[src/verilog/isa_pkg.sv]
// Instruction set of the execution core.
// Opcode values, the two decodings of an instruction word, and the
// instruction pointer step. Import where instructions are decoded.

package isa_pkg;

   // Step of the instruction pointer per instruction, in bytes
   parameter logic [15:0] INSTR_BYTES = 16'd4;

   typedef enum logic [7:0] {
      OP_NOP   = 8'h00, OP_MOV   = 8'h01, OP_MOVI  = 8'h02, OP_LOAD  = 8'h03,
      OP_LOADI = 8'h04, OP_STOR  = 8'h05, OP_STORI = 8'h06,
      OP_ADD   = 8'h10, OP_SUB   = 8'h11, OP_AND   = 8'h12, OP_OR    = 8'h13,
      OP_XOR   = 8'h14, OP_SHL   = 8'h15, OP_SHRL  = 8'h16, OP_CMP   = 8'h17,
      OP_TST   = 8'h18, OP_DIV   = 8'h19,
      OP_JMP   = 8'h20, OP_JMPI  = 8'h21, OP_JEQ   = 8'h22, OP_JNE   = 8'h23,
      OP_JB    = 8'h24, OP_JAE   = 8'h25, OP_JL    = 8'h26, OP_JGE   = 8'h27
   } opcode_e;

   // Register form: OP DEST SRC
   typedef struct packed {
      opcode_e    opcode;
      logic [3:0] unused_hi;
      logic [3:0] dst;
      logic [3:0] unused_mid;
      logic [3:0] src;
      logic [7:0] unused_lo;
   } instr_reg_t;

   // Immediate form. The jump address sits in bits 23:8, so it is
   // target_hi followed by the upper byte of imm
   typedef struct packed {
      opcode_e     opcode;
      logic [7:0]  target_hi;
      logic [15:0] imm;
   } instr_imm_t;

   typedef union packed {
      instr_reg_t r_form;
      instr_imm_t i_form;
   } instr_u;

endpackage

[src/verilog/core_pkg.sv]
// Datapath types of the execution core.
// Word and address types, flags, ALU operations and the data memory
// request and response bundles.

package core_pkg;

   parameter int WORD_BITS = 16;

   typedef logic [WORD_BITS-1:0] word_t;
   typedef logic [15:0]          addr_t;
   typedef logic [3:0]           reg_idx_t;

   typedef struct packed {
      logic overflow;
      logic carry;
      logic zero;
      logic sign;
   } flags_t;

   typedef enum logic [3:0] {
      ALU_PASS_B, ALU_ADD, ALU_SUB, ALU_AND, ALU_OR, ALU_XOR,
      ALU_SHL, ALU_SHRL, ALU_CMP, ALU_TST, ALU_NONE
   } alu_op_e;

   // One-cycle rd_en or wr_en pulse, address and data in the same cycle
   typedef struct packed {
      logic  rd_en;
      logic  wr_en;
      addr_t addr;
      word_t wdata;
   } mem_req_t;

   typedef struct packed {
      logic  done;
      word_t rdata;
   } mem_rsp_t;

   typedef struct packed {
      logic       halted;
      logic [7:0] bad_opcode;
   } core_status_t;

endpackage
[src/verilog/cpu_core.sv]
// Top level of the 16-bit execution core.
// Connects the control FSM, register file, ALU and divider. The core
// fetches from instr_ptr and talks to data memory through mem_req and
// mem_rsp. RESET_PC and WIDTH are set here and passed down.

`timescale 1ns/1ps

module cpu_core import core_pkg::*, isa_pkg::*; #(
   parameter addr_t RESET_PC = '0,
   parameter int    WIDTH    = WORD_BITS
) (
   input  logic         clk,
   input  logic         reset,
   input  logic         instr_valid,
   input  instr_u       instr,
   output addr_t        instr_ptr,
   output mem_req_t     mem_req,
   input  mem_rsp_t     mem_rsp,
   output core_status_t status
);

   word_t    dest_word, src_word, alu_result, wr_data;
   word_t    quotient, dividend, divisor;
   reg_idx_t dest_idx, src_idx, wr_idx;
   logic     wr_en, alu_update, div_start, div_done;
   alu_op_e  alu_op;
   flags_t   flags;

   exec_control #(.RESET_PC(RESET_PC)) u_exec_control (
      .clk         (clk),
      .reset       (reset),
      .instr_valid (instr_valid),
      .instr       (instr),
      .dest_word   (dest_word),
      .src_word    (src_word),
      .alu_result  (alu_result),
      .flags       (flags),
      .div_done    (div_done),
      .quotient    (quotient),
      .mem_rsp     (mem_rsp),
      .instr_ptr   (instr_ptr),
      .dest_idx    (dest_idx),
      .src_idx     (src_idx),
      .wr_en       (wr_en),
      .wr_idx      (wr_idx),
      .wr_data     (wr_data),
      .alu_op      (alu_op),
      .alu_update  (alu_update),
      .div_start   (div_start),
      .dividend    (dividend),
      .divisor     (divisor),
      .mem_req     (mem_req),
      .status      (status)
   );

   reg_file u_reg_file (
      .clk      (clk),
      .reset    (reset),
      .rd_idx_a (dest_idx),
      .rd_idx_b (src_idx),
      .wr_en    (wr_en),
      .wr_idx   (wr_idx),
      .wr_data  (wr_data),
      .rd_a     (dest_word),
      .rd_b     (src_word)
   );

   alu_flags u_alu_flags (
      .clk    (clk),
      .reset  (reset),
      .op     (alu_op),
      .a      (dest_word),
      .b      (src_word),
      .update (alu_update),
      .result (alu_result),
      .flags  (flags)
   );

   div_unit #(.WIDTH(WIDTH)) u_div_unit (
      .clk      (clk),
      .reset    (reset),
      .start    (div_start),
      .dividend (dividend),
      .divisor  (divisor),
      .quotient (quotient),
      .done     (div_done)
   );

endmodule

[src/verilog/exec_control.sv]
// Control FSM of the execution core.
// Decodes one instruction per valid cycle, steps or loads the instruction
// pointer, and drives the register write port. Loads, stores and DIV
// leave the executing state until memory or the divider answers.
// An unknown opcode halts the core until reset.

`timescale 1ns/1ps

module exec_control import core_pkg::*, isa_pkg::*; #(
   parameter addr_t RESET_PC = '0
) (
   input  logic         clk,
   input  logic         reset,
   input  logic         instr_valid,
   input  instr_u       instr,
   input  word_t        dest_word,
   input  word_t        src_word,
   input  word_t        alu_result,
   input  flags_t       flags,
   input  logic         div_done,
   input  word_t        quotient,
   input  mem_rsp_t     mem_rsp,
   output addr_t        instr_ptr,
   output reg_idx_t     dest_idx,
   output reg_idx_t     src_idx,
   output logic         wr_en,
   output reg_idx_t     wr_idx,
   output word_t        wr_data,
   output alu_op_e      alu_op,
   output logic         alu_update,
   output logic         div_start,
   output word_t        dividend,
   output word_t        divisor,
   output mem_req_t     mem_req,
   output core_status_t status
);

   typedef enum logic [1:0] {S_EXEC, S_RD_WAIT, S_WR_WAIT, S_DIV_WAIT} state_e;

   state_e   state;
   reg_idx_t load_reg;
   opcode_e  opcode;
   word_t    imm;
   addr_t    jump_target;
   logic     exec_now, jump_taken, invalid;

   assign opcode   = instr.r_form.opcode;
   assign imm      = instr.i_form.imm;
   assign dest_idx = instr.r_form.dst;
   assign src_idx  = instr.r_form.src;

   // One instruction per valid cycle while executing and not halted
   assign exec_now   = (state == S_EXEC) && instr_valid && !status.halted;
   assign alu_update = exec_now;

   // Opcode to ALU op, jump condition from the current flags
   always_comb begin
      alu_op      = ALU_NONE;
      jump_taken  = 1'b0;
      jump_target = {instr.i_form.target_hi, instr.i_form.imm[15:8]};
      invalid     = 1'b0;
      case (opcode)
         OP_NOP, OP_MOVI, OP_LOAD, OP_LOADI, OP_STOR, OP_STORI, OP_DIV:
            alu_op = ALU_NONE;
         OP_MOV:  alu_op = ALU_PASS_B;
         OP_ADD:  alu_op = ALU_ADD;
         OP_SUB:  alu_op = ALU_SUB;
         OP_AND:  alu_op = ALU_AND;
         OP_OR:   alu_op = ALU_OR;
         OP_XOR:  alu_op = ALU_XOR;
         OP_SHL:  alu_op = ALU_SHL;
         OP_SHRL: alu_op = ALU_SHRL;
         OP_CMP:  alu_op = ALU_CMP;
         OP_TST:  alu_op = ALU_TST;
         OP_JMP: begin
            jump_taken  = 1'b1;
            jump_target = dest_word;
         end
         OP_JMPI: jump_taken = 1'b1;
         OP_JEQ:  jump_taken = flags.zero;
         OP_JNE:  jump_taken = !flags.zero;
         OP_JB:   jump_taken = flags.carry;
         OP_JAE:  jump_taken = !flags.carry;
         OP_JL:   jump_taken = flags.sign != flags.overflow;
         OP_JGE:  jump_taken = flags.sign == flags.overflow;
         default: invalid = 1'b1;
      endcase
   end

   // Write-back source: ALU, immediate, memory or quotient
   always_comb begin
      wr_en   = 1'b0;
      wr_idx  = dest_idx;
      wr_data = alu_result;
      case (state)
         S_EXEC: begin
            if (exec_now) begin
               case (opcode)
                  OP_MOV, OP_ADD, OP_SUB, OP_AND, OP_OR, OP_XOR, OP_SHL, OP_SHRL:
                     wr_en = 1'b1;
                  OP_MOVI: begin
                     wr_en   = 1'b1;
                     wr_data = imm;
                  end
                  default: wr_en = 1'b0;
               endcase
            end
         end
         S_RD_WAIT: begin
            wr_en   = mem_rsp.done;
            wr_idx  = load_reg;
            wr_data = mem_rsp.rdata;
         end
         S_DIV_WAIT: begin
            wr_en   = div_done;
            wr_idx  = load_reg;
            wr_data = quotient;
         end
         default: wr_en = 1'b0;
      endcase
   end

   always_ff @(posedge clk) begin
      if (reset) begin
         state     <= S_EXEC;
         instr_ptr <= RESET_PC;
         mem_req   <= '0;
         div_start <= 1'b0;
         status    <= '0;
      end else begin
         // Request and start are single-cycle pulses
         mem_req.rd_en <= 1'b0;
         mem_req.wr_en <= 1'b0;
         div_start     <= 1'b0;
         case (state)
            S_EXEC: begin
               if (exec_now) begin
                  if (invalid) begin
                     status.halted     <= 1'b1;
                     status.bad_opcode <= opcode;
                  end else if (jump_taken) begin
                     instr_ptr <= jump_target;
                  end else begin
                     instr_ptr <= instr_ptr + INSTR_BYTES;
                  end
                  case (opcode)
                     OP_LOAD, OP_LOADI: begin
                        mem_req.rd_en <= 1'b1;
                        mem_req.addr  <= (opcode == OP_LOAD) ? src_word : imm;
                        load_reg      <= dest_idx;
                        state         <= S_RD_WAIT;
                     end
                     // STOR stores DEST at the address held in SRC
                     OP_STOR, OP_STORI: begin
                        mem_req.wr_en <= 1'b1;
                        mem_req.addr  <= (opcode == OP_STOR) ? src_word : imm;
                        mem_req.wdata <= dest_word;
                        state         <= S_WR_WAIT;
                     end
                     OP_DIV: begin
                        div_start <= 1'b1;
                        dividend  <= dest_word;
                        divisor   <= src_word;
                        load_reg  <= dest_idx;
                        state     <= S_DIV_WAIT;
                     end
                     default: state <= S_EXEC;
                  endcase
               end
            end
            S_RD_WAIT:  if (mem_rsp.done) state <= S_EXEC;
            S_WR_WAIT:  if (mem_rsp.done) state <= S_EXEC;
            S_DIV_WAIT: if (div_done) state <= S_EXEC;
            default:    state <= S_EXEC;
         endcase
      end
   end

endmodule

[src/verilog/div_unit.sv]
// Restoring divider, one quotient bit per cycle.
// Pulse start with the operands; done pulses WIDTH cycles later with
// the quotient. A zero divisor gives a quotient of all ones.

`timescale 1ns/1ps

module div_unit import core_pkg::*; #(
   parameter int WIDTH = WORD_BITS
) (
   input  logic             clk,
   input  logic             reset,
   input  logic             start,
   input  logic [WIDTH-1:0] dividend,
   input  logic [WIDTH-1:0] divisor,
   output logic [WIDTH-1:0] quotient,
   output logic             done
);

   localparam int CNT_BITS = $clog2(WIDTH + 1);

   logic [WIDTH-1:0]    rem, dvs;
   logic [WIDTH-1:0]    step_rem, step_quo, step_dvs;
   logic [WIDTH:0]      shifted, trial;
   logic [CNT_BITS-1:0] count;
   logic                busy;

   // First step runs on the start edge, straight from the operands
   assign step_rem = start ? '0 : rem;
   assign step_quo = start ? dividend : quotient;
   assign step_dvs = start ? divisor : dvs;
   assign shifted  = {step_rem, step_quo[WIDTH-1]};
   assign trial    = shifted - {1'b0, step_dvs};

   always_ff @(posedge clk) begin
      if (start || busy) begin
         if (trial[WIDTH]) begin
            // Restore: keep the shifted remainder, quotient bit 0
            rem      <= shifted[WIDTH-1:0];
            quotient <= {step_quo[WIDTH-2:0], 1'b0};
         end else begin
            rem      <= trial[WIDTH-1:0];
            quotient <= {step_quo[WIDTH-2:0], 1'b1};
         end
      end
      if (start) begin
         dvs <= divisor;
      end
   end

   // Iteration counter, counts the steps still to go
   always_ff @(posedge clk) begin
      if (reset) begin
         busy  <= 1'b0;
         done  <= 1'b0;
         count <= '0;
      end else begin
         done <= 1'b0;
         if (start) begin
            busy  <= (WIDTH > 1);
            done  <= (WIDTH == 1);
            count <= CNT_BITS'(WIDTH - 1);
         end else if (busy) begin
            count <= count - 1'b1;
            if (count == 1) begin
               busy <= 1'b0;
               done <= 1'b1;
            end
         end
      end
   end

endmodule

[src/verilog/alu_flags.sv]
// Combinational ALU with the flags register.
// result follows op, a and b in the same cycle. When update is high the
// flags take the new value: ADD, SUB, CMP and TST set them, any other
// op clears them.

`timescale 1ns/1ps

module alu_flags import core_pkg::*; (
   input  logic    clk,
   input  logic    reset,
   input  alu_op_e op,
   input  word_t   a,
   input  word_t   b,
   input  logic    update,
   output word_t   result,
   output flags_t  flags
);

   localparam int MSB = WORD_BITS - 1;

   // One bit wider than a word, top bit is the carry
   logic [WORD_BITS:0] wide;
   flags_t             next_flags;

   always_comb begin
      case (op)
         ALU_PASS_B:        wide = {1'b0, b};
         ALU_ADD:           wide = {1'b0, a} + {1'b0, b};
         ALU_SUB, ALU_CMP:  wide = {1'b0, a} - {1'b0, b};
         ALU_AND, ALU_TST:  wide = {1'b0, a & b};
         ALU_OR:            wide = {1'b0, a | b};
         ALU_XOR:           wide = {1'b0, a ^ b};
         ALU_SHL:           wide = {1'b0, a << b};
         ALU_SHRL:          wide = {1'b0, a >> b};
         default:           wide = '0;
      endcase
   end

   assign result = wide[MSB:0];

   always_comb begin
      next_flags = '0;
      case (op)
         ALU_ADD, ALU_SUB, ALU_CMP, ALU_TST: begin
            next_flags.carry = wide[WORD_BITS];
            next_flags.zero  = (wide[MSB:0] == '0);
            next_flags.sign  = wide[MSB];
         end
         default: next_flags = '0;
      endcase
      // Signed overflow when the result sign disagrees with the operands
      if (op == ALU_ADD) begin
         next_flags.overflow = (a[MSB] & b[MSB] & ~wide[MSB]) |
                               (~a[MSB] & ~b[MSB] & wide[MSB]);
      end else if (op == ALU_SUB || op == ALU_CMP) begin
         next_flags.overflow = (a[MSB] & ~b[MSB] & ~wide[MSB]) |
                               (~a[MSB] & b[MSB] & wide[MSB]);
      end
   end

   always_ff @(posedge clk) begin
      if (reset) begin
         flags <= '0;
      end else if (update) begin
         flags <= next_flags;
      end
   end

endmodule

[src/verilog/reg_file.sv]
// Sixteen-word register file.
// Two asynchronous read ports and one synchronous write port.

`timescale 1ns/1ps

module reg_file import core_pkg::*; (
   input  logic     clk,
   input  logic     reset,
   input  reg_idx_t rd_idx_a,
   input  reg_idx_t rd_idx_b,
   input  logic     wr_en,
   input  reg_idx_t wr_idx,
   input  word_t    wr_data,
   output word_t    rd_a,
   output word_t    rd_b
);

   word_t regs [16];

   always_ff @(posedge clk) begin
      if (reset) begin
         regs <= '{default: '0};
      end else if (wr_en) begin
         regs[wr_idx] <= wr_data;
      end
   end

   assign rd_a = regs[rd_idx_a];
   assign rd_b = regs[rd_idx_b];

endmodule

[config.mk]
export PLATFORM = sky130hd
export DESIGN_NAME = cpu_core
export DESIGN_NICKNAME = d
export VERILOG_FILES = /design/src/verilog/isa_pkg.sv /design/src/verilog/core_pkg.sv /design/src/verilog/cpu_core.sv /design/src/verilog/exec_control.sv /design/src/verilog/div_unit.sv /design/src/verilog/alu_flags.sv /design/src/verilog/reg_file.sv
export SDC_FILE = /design/constraint.sdc
export NUM_CORES = 1
export LEC_CHECK = 0
export ABC_AREA = 1
export ABC_CLOCK_PERIOD_IN_PS = 14000
export BUFFER_PORTS_ARGS = -buffer_cell sky130_fd_sc_hd__clkbuf_2
export CAP_MARGIN = 20
export CELL_PAD_IN_SITES_DETAIL_PLACEMENT = 2
export CELL_PAD_IN_SITES_GLOBAL_PLACEMENT = 2
export CORE_MARGIN = 2
export CORE_UTILIZATION = 27
export DETAILED_ROUTE_END_ITERATION = 6
export GPL_TIMING_DRIVEN = 1
export PLACE_DENSITY = 0.69
export RECOVER_POWER = 25
export SYNTH_ARGS = -nofsm -noshare
export SYNTH_HDL_FRONTEND = slang
export SYNTH_SLANG_ARGS = --single-unit
[constraint.sdc]
create_clock -name clk -period 14 [get_ports clk]
set_input_delay 2.8 -clock clk [delete_from_list [all_inputs] [get_ports clk]]
set_output_delay 2.8 -clock clk [all_outputs]
set_load 0.005 [all_outputs]
==> impl_metrics.yaml <==
placement:
  gp_congestion: 0.928
  hpwl_um: 78900
  port-buffer-count: 110
  placed_area_mm2: 0.0266
  dp_cells: 4818
final_layout:
  area_growth_pct: 12.6
  largest_register_ffs: 256
  stdcell_count: 4917
  largest_register: "u_reg_file.regs"
  final_area_mm2: 0.0284
  fillers: 11200
  drive_gt1_share_pct: 8.80
  multi_input_area_mm2: 0.0137
  reg.largest.list: "u_reg_file.regs: 256 flops, u_exec_control.mem_req: 34 flops"
  regArea_mm2: 0.00895
  fin_nets: 3747
clock_tree:
  cts_tree: "done"
  numCtsBuffers: 51
  cts_buffer_depth: 3
  insertion_delay_ps: 630
  root_buffer: "clkbuf_16"
  cts.sinks: 413
  cts_hold_buf: 0
  postCtsSetupBuffers: 0
  htreeDepth: 2
  clk_pin_slew_ps: 60
  cts_resized: 0
route:
  drc_errors: 0
  wl_per_cell_um: 24.3
  first_pass_iters: 5
  viasPerCell: 5.44
  ant_nets: 0
  drt_iter0_markers: 1827
  via_count: 26700
  finalWirelength_um: 119000
timing:
  finalSetupViolCount: 0
  rsz0062_at_grt: "no"
  finalSetupTns_ps: 0
  drv_slew: 340
  slew_headroom_pct: -158
  hold_viol: 0
  final.min_clock_period_ps: 9690
  finClkSkew_ps: 15.2
  tightest_slew_ps: 3850
  whs_ps: 459
  period_share_pct: 69.2
  max_freq_ghz: 0.103
worst_setup_path:
  crit_path_top_delay_cell: "clkbuf_1"
  reg2reg_depth: 22
  cp_max_fo: 53
  end_kind: "flip-flop"
  critPathRequiredTime_ps: 14460
  cpMostUsedCell: "nand2_1"
  r2r_slack_ps: 5900
  r2r-end: "u_div_unit.rem[0]"
  crit_type: "in -> reg"
  cp-startpoint: "instr[17]"
  crit_path_max_incr_delay_ps: 2410
  setup.worst_path.start_class: "input port"
  critPathArrivalTime_ps: 10150
  r2r-start: "u_exec_control.div_start"
grt:
  antenna_found_initial: 6
  grt_usage_pct: 24.6
  grt_pass1_wl_um: 180000
  grt_max_degree: 153
  grt_pass1_vias: 27600
  overflow: 0
pwr:
  power.leakage_nw: 11.4
  p_per_area_mw_per_mm2: 111
  total_power_mw: 3.15
  vdd.ir_drop.worst_mv: 0.0825
synth:
  synthTopCellsByCount: "o21ai_0, nand2_1, a21oi_1"
  synth-async-reset-ratio_pct: 0
  yosys_warnings: 0
  ys_types: 53
  netlist_area_mm2: 0.0252
  avgSynthCellArea_um2: 6.87
  synth_top_area_share_pct: 27.4
  synthTopCellsByArea: "dfxtp_1, o21ai_0, a21oi_1"
  yosysMostFrequentCell: "o21ai_0"
  ys_ff_latch: 413
  netlist_instances: 3673
  synth-edff-count: 68
  synth_top_cell_by_area: "dfxtp_1"
  syn-num-nets: 3801
  seq_area_frac_synth_pct: 35.5
  synthFlopType: "dfxtp_1"
worst_hold_path:
  hold_depth: 2
  hp-class: "reg -> reg"
  hold_path_end: "u_div_unit.dvs[0]"
  holdCritStartpoint: "u_div_unit.dvs[0]"
floorplan:
  die_area_mm2: 0.0959
  ios: 111
  start_util_pct: 27.2
  dieHeight_um: 310
  row_count: 112
  die_x_um: 310
  core_region_area_mm2: 0.0929
outcome:
  status: "complete, but fails checks"
  violations: "capacitance limit, slew limit"
run:
  max_cap_viol_count: 6
-- worst max-delay path, delay by kind of cell --
family,cells,cell delay [ps]
buffers and inverters,6,3080
AOI/OAI and AO/OA,9,2450
and+or+nand+nor,10,1400
adders and majority gates,1,340
-- logic make-up (layout without fill, tap and decap cells) --
family | after synthesis | count (layout) | share of synthesized area (%)
AND/OR/NAND/NOR | 1182 | 1182 | 20.2
flip-flops | 413 | 413 | 35.5
buffers and inverters | 638 | 625 | 10.4
AO/OA/AOI/OAI | 1327 | 1327 | 28.9
XOR/XNOR | 37 | 37 | 1.28
adder cells (fa/ha/maj) | 76 | 76 | 3.83
other | 0 | 3 | 0
-- metrics by stage --
stage / util [%] / setup WS, ps
after floorplan: - / 6870
after CTS: 30.6 / 5350
after detailed placement: 28.7 / 4670
final: 30.6 / 4310
after global placement: 28.7 / 4880
after global routing: 30.6 / 3780
-- worst max path at each step --
stage | endpoint | slack (ps)
after floorplan | u_reg_file.regs[13] | 6870
after global placement | u_reg_file.regs[78] | 4880
after detailed placement | u_reg_file.regs[78] | 4670
after CTS | u_reg_file.regs[110] | 5350
after global routing | u_reg_file.regs[174] | 3780
final | u_reg_file.regs[110] | 4310
-- cell usage in the layout, fill, tap and decap left out, drive strengths merged, types with 15 or more instances in the layout --
| cell type | synthesis | layout |
|---|---|---|
| a21oi | 498 | 498 |
| a221oi | 17 | 17 |
| a31oi | 21 | 21 |
| buf | 81 | 56 |
| clkbuf | 193 | 179 |
| clkinv | 4 | 15 |
| dfxtp | 345 | 345 |
| edfxtp | 68 | 68 |
| ha | 74 | 74 |
| inv | 360 | 362 |
| nand2 | 578 | 578 |
| nand3 | 293 | 293 |
| nand4 | 23 | 23 |
| nor2 | 227 | 227 |
| nor3 | 17 | 17 |
| o211ai | 79 | 79 |
| o21ai | 647 | 647 |
| o221ai | 24 | 24 |
| or2 | 38 | 38 |
| xor2 | 27 | 27 |
-- area by class of cell --
cell class	count	area share, %
well taps	1254	5.52
flip-flops and latches	413	31.5
inverters	364	4.81
repair buffers	167	3.41
clock buffers	68	5.18
multi-input cells	2622	48.3
diodes	3	0.0264
clock inverters	26	1.22
-- per-layer routing --
metal  part of all wire (%)  vias to the layer above  GRT usage [%]
met5                  0.011                        -              0
met4                    2.5                        2           6.33
met3                    4.5                      136           2.99
met2                     46                      547           40.7
met1                     47                    13600           33.9
li1                       -                    12400              -
-- power by group --
part	internal (mW)	switching (mW)	total, mW
Combinational	0.121	0.356	0.477
Clock	0.868	0.589	1.46
Sequential	1.21	0.00481	1.22
Power figures use the tool's default switching activity.
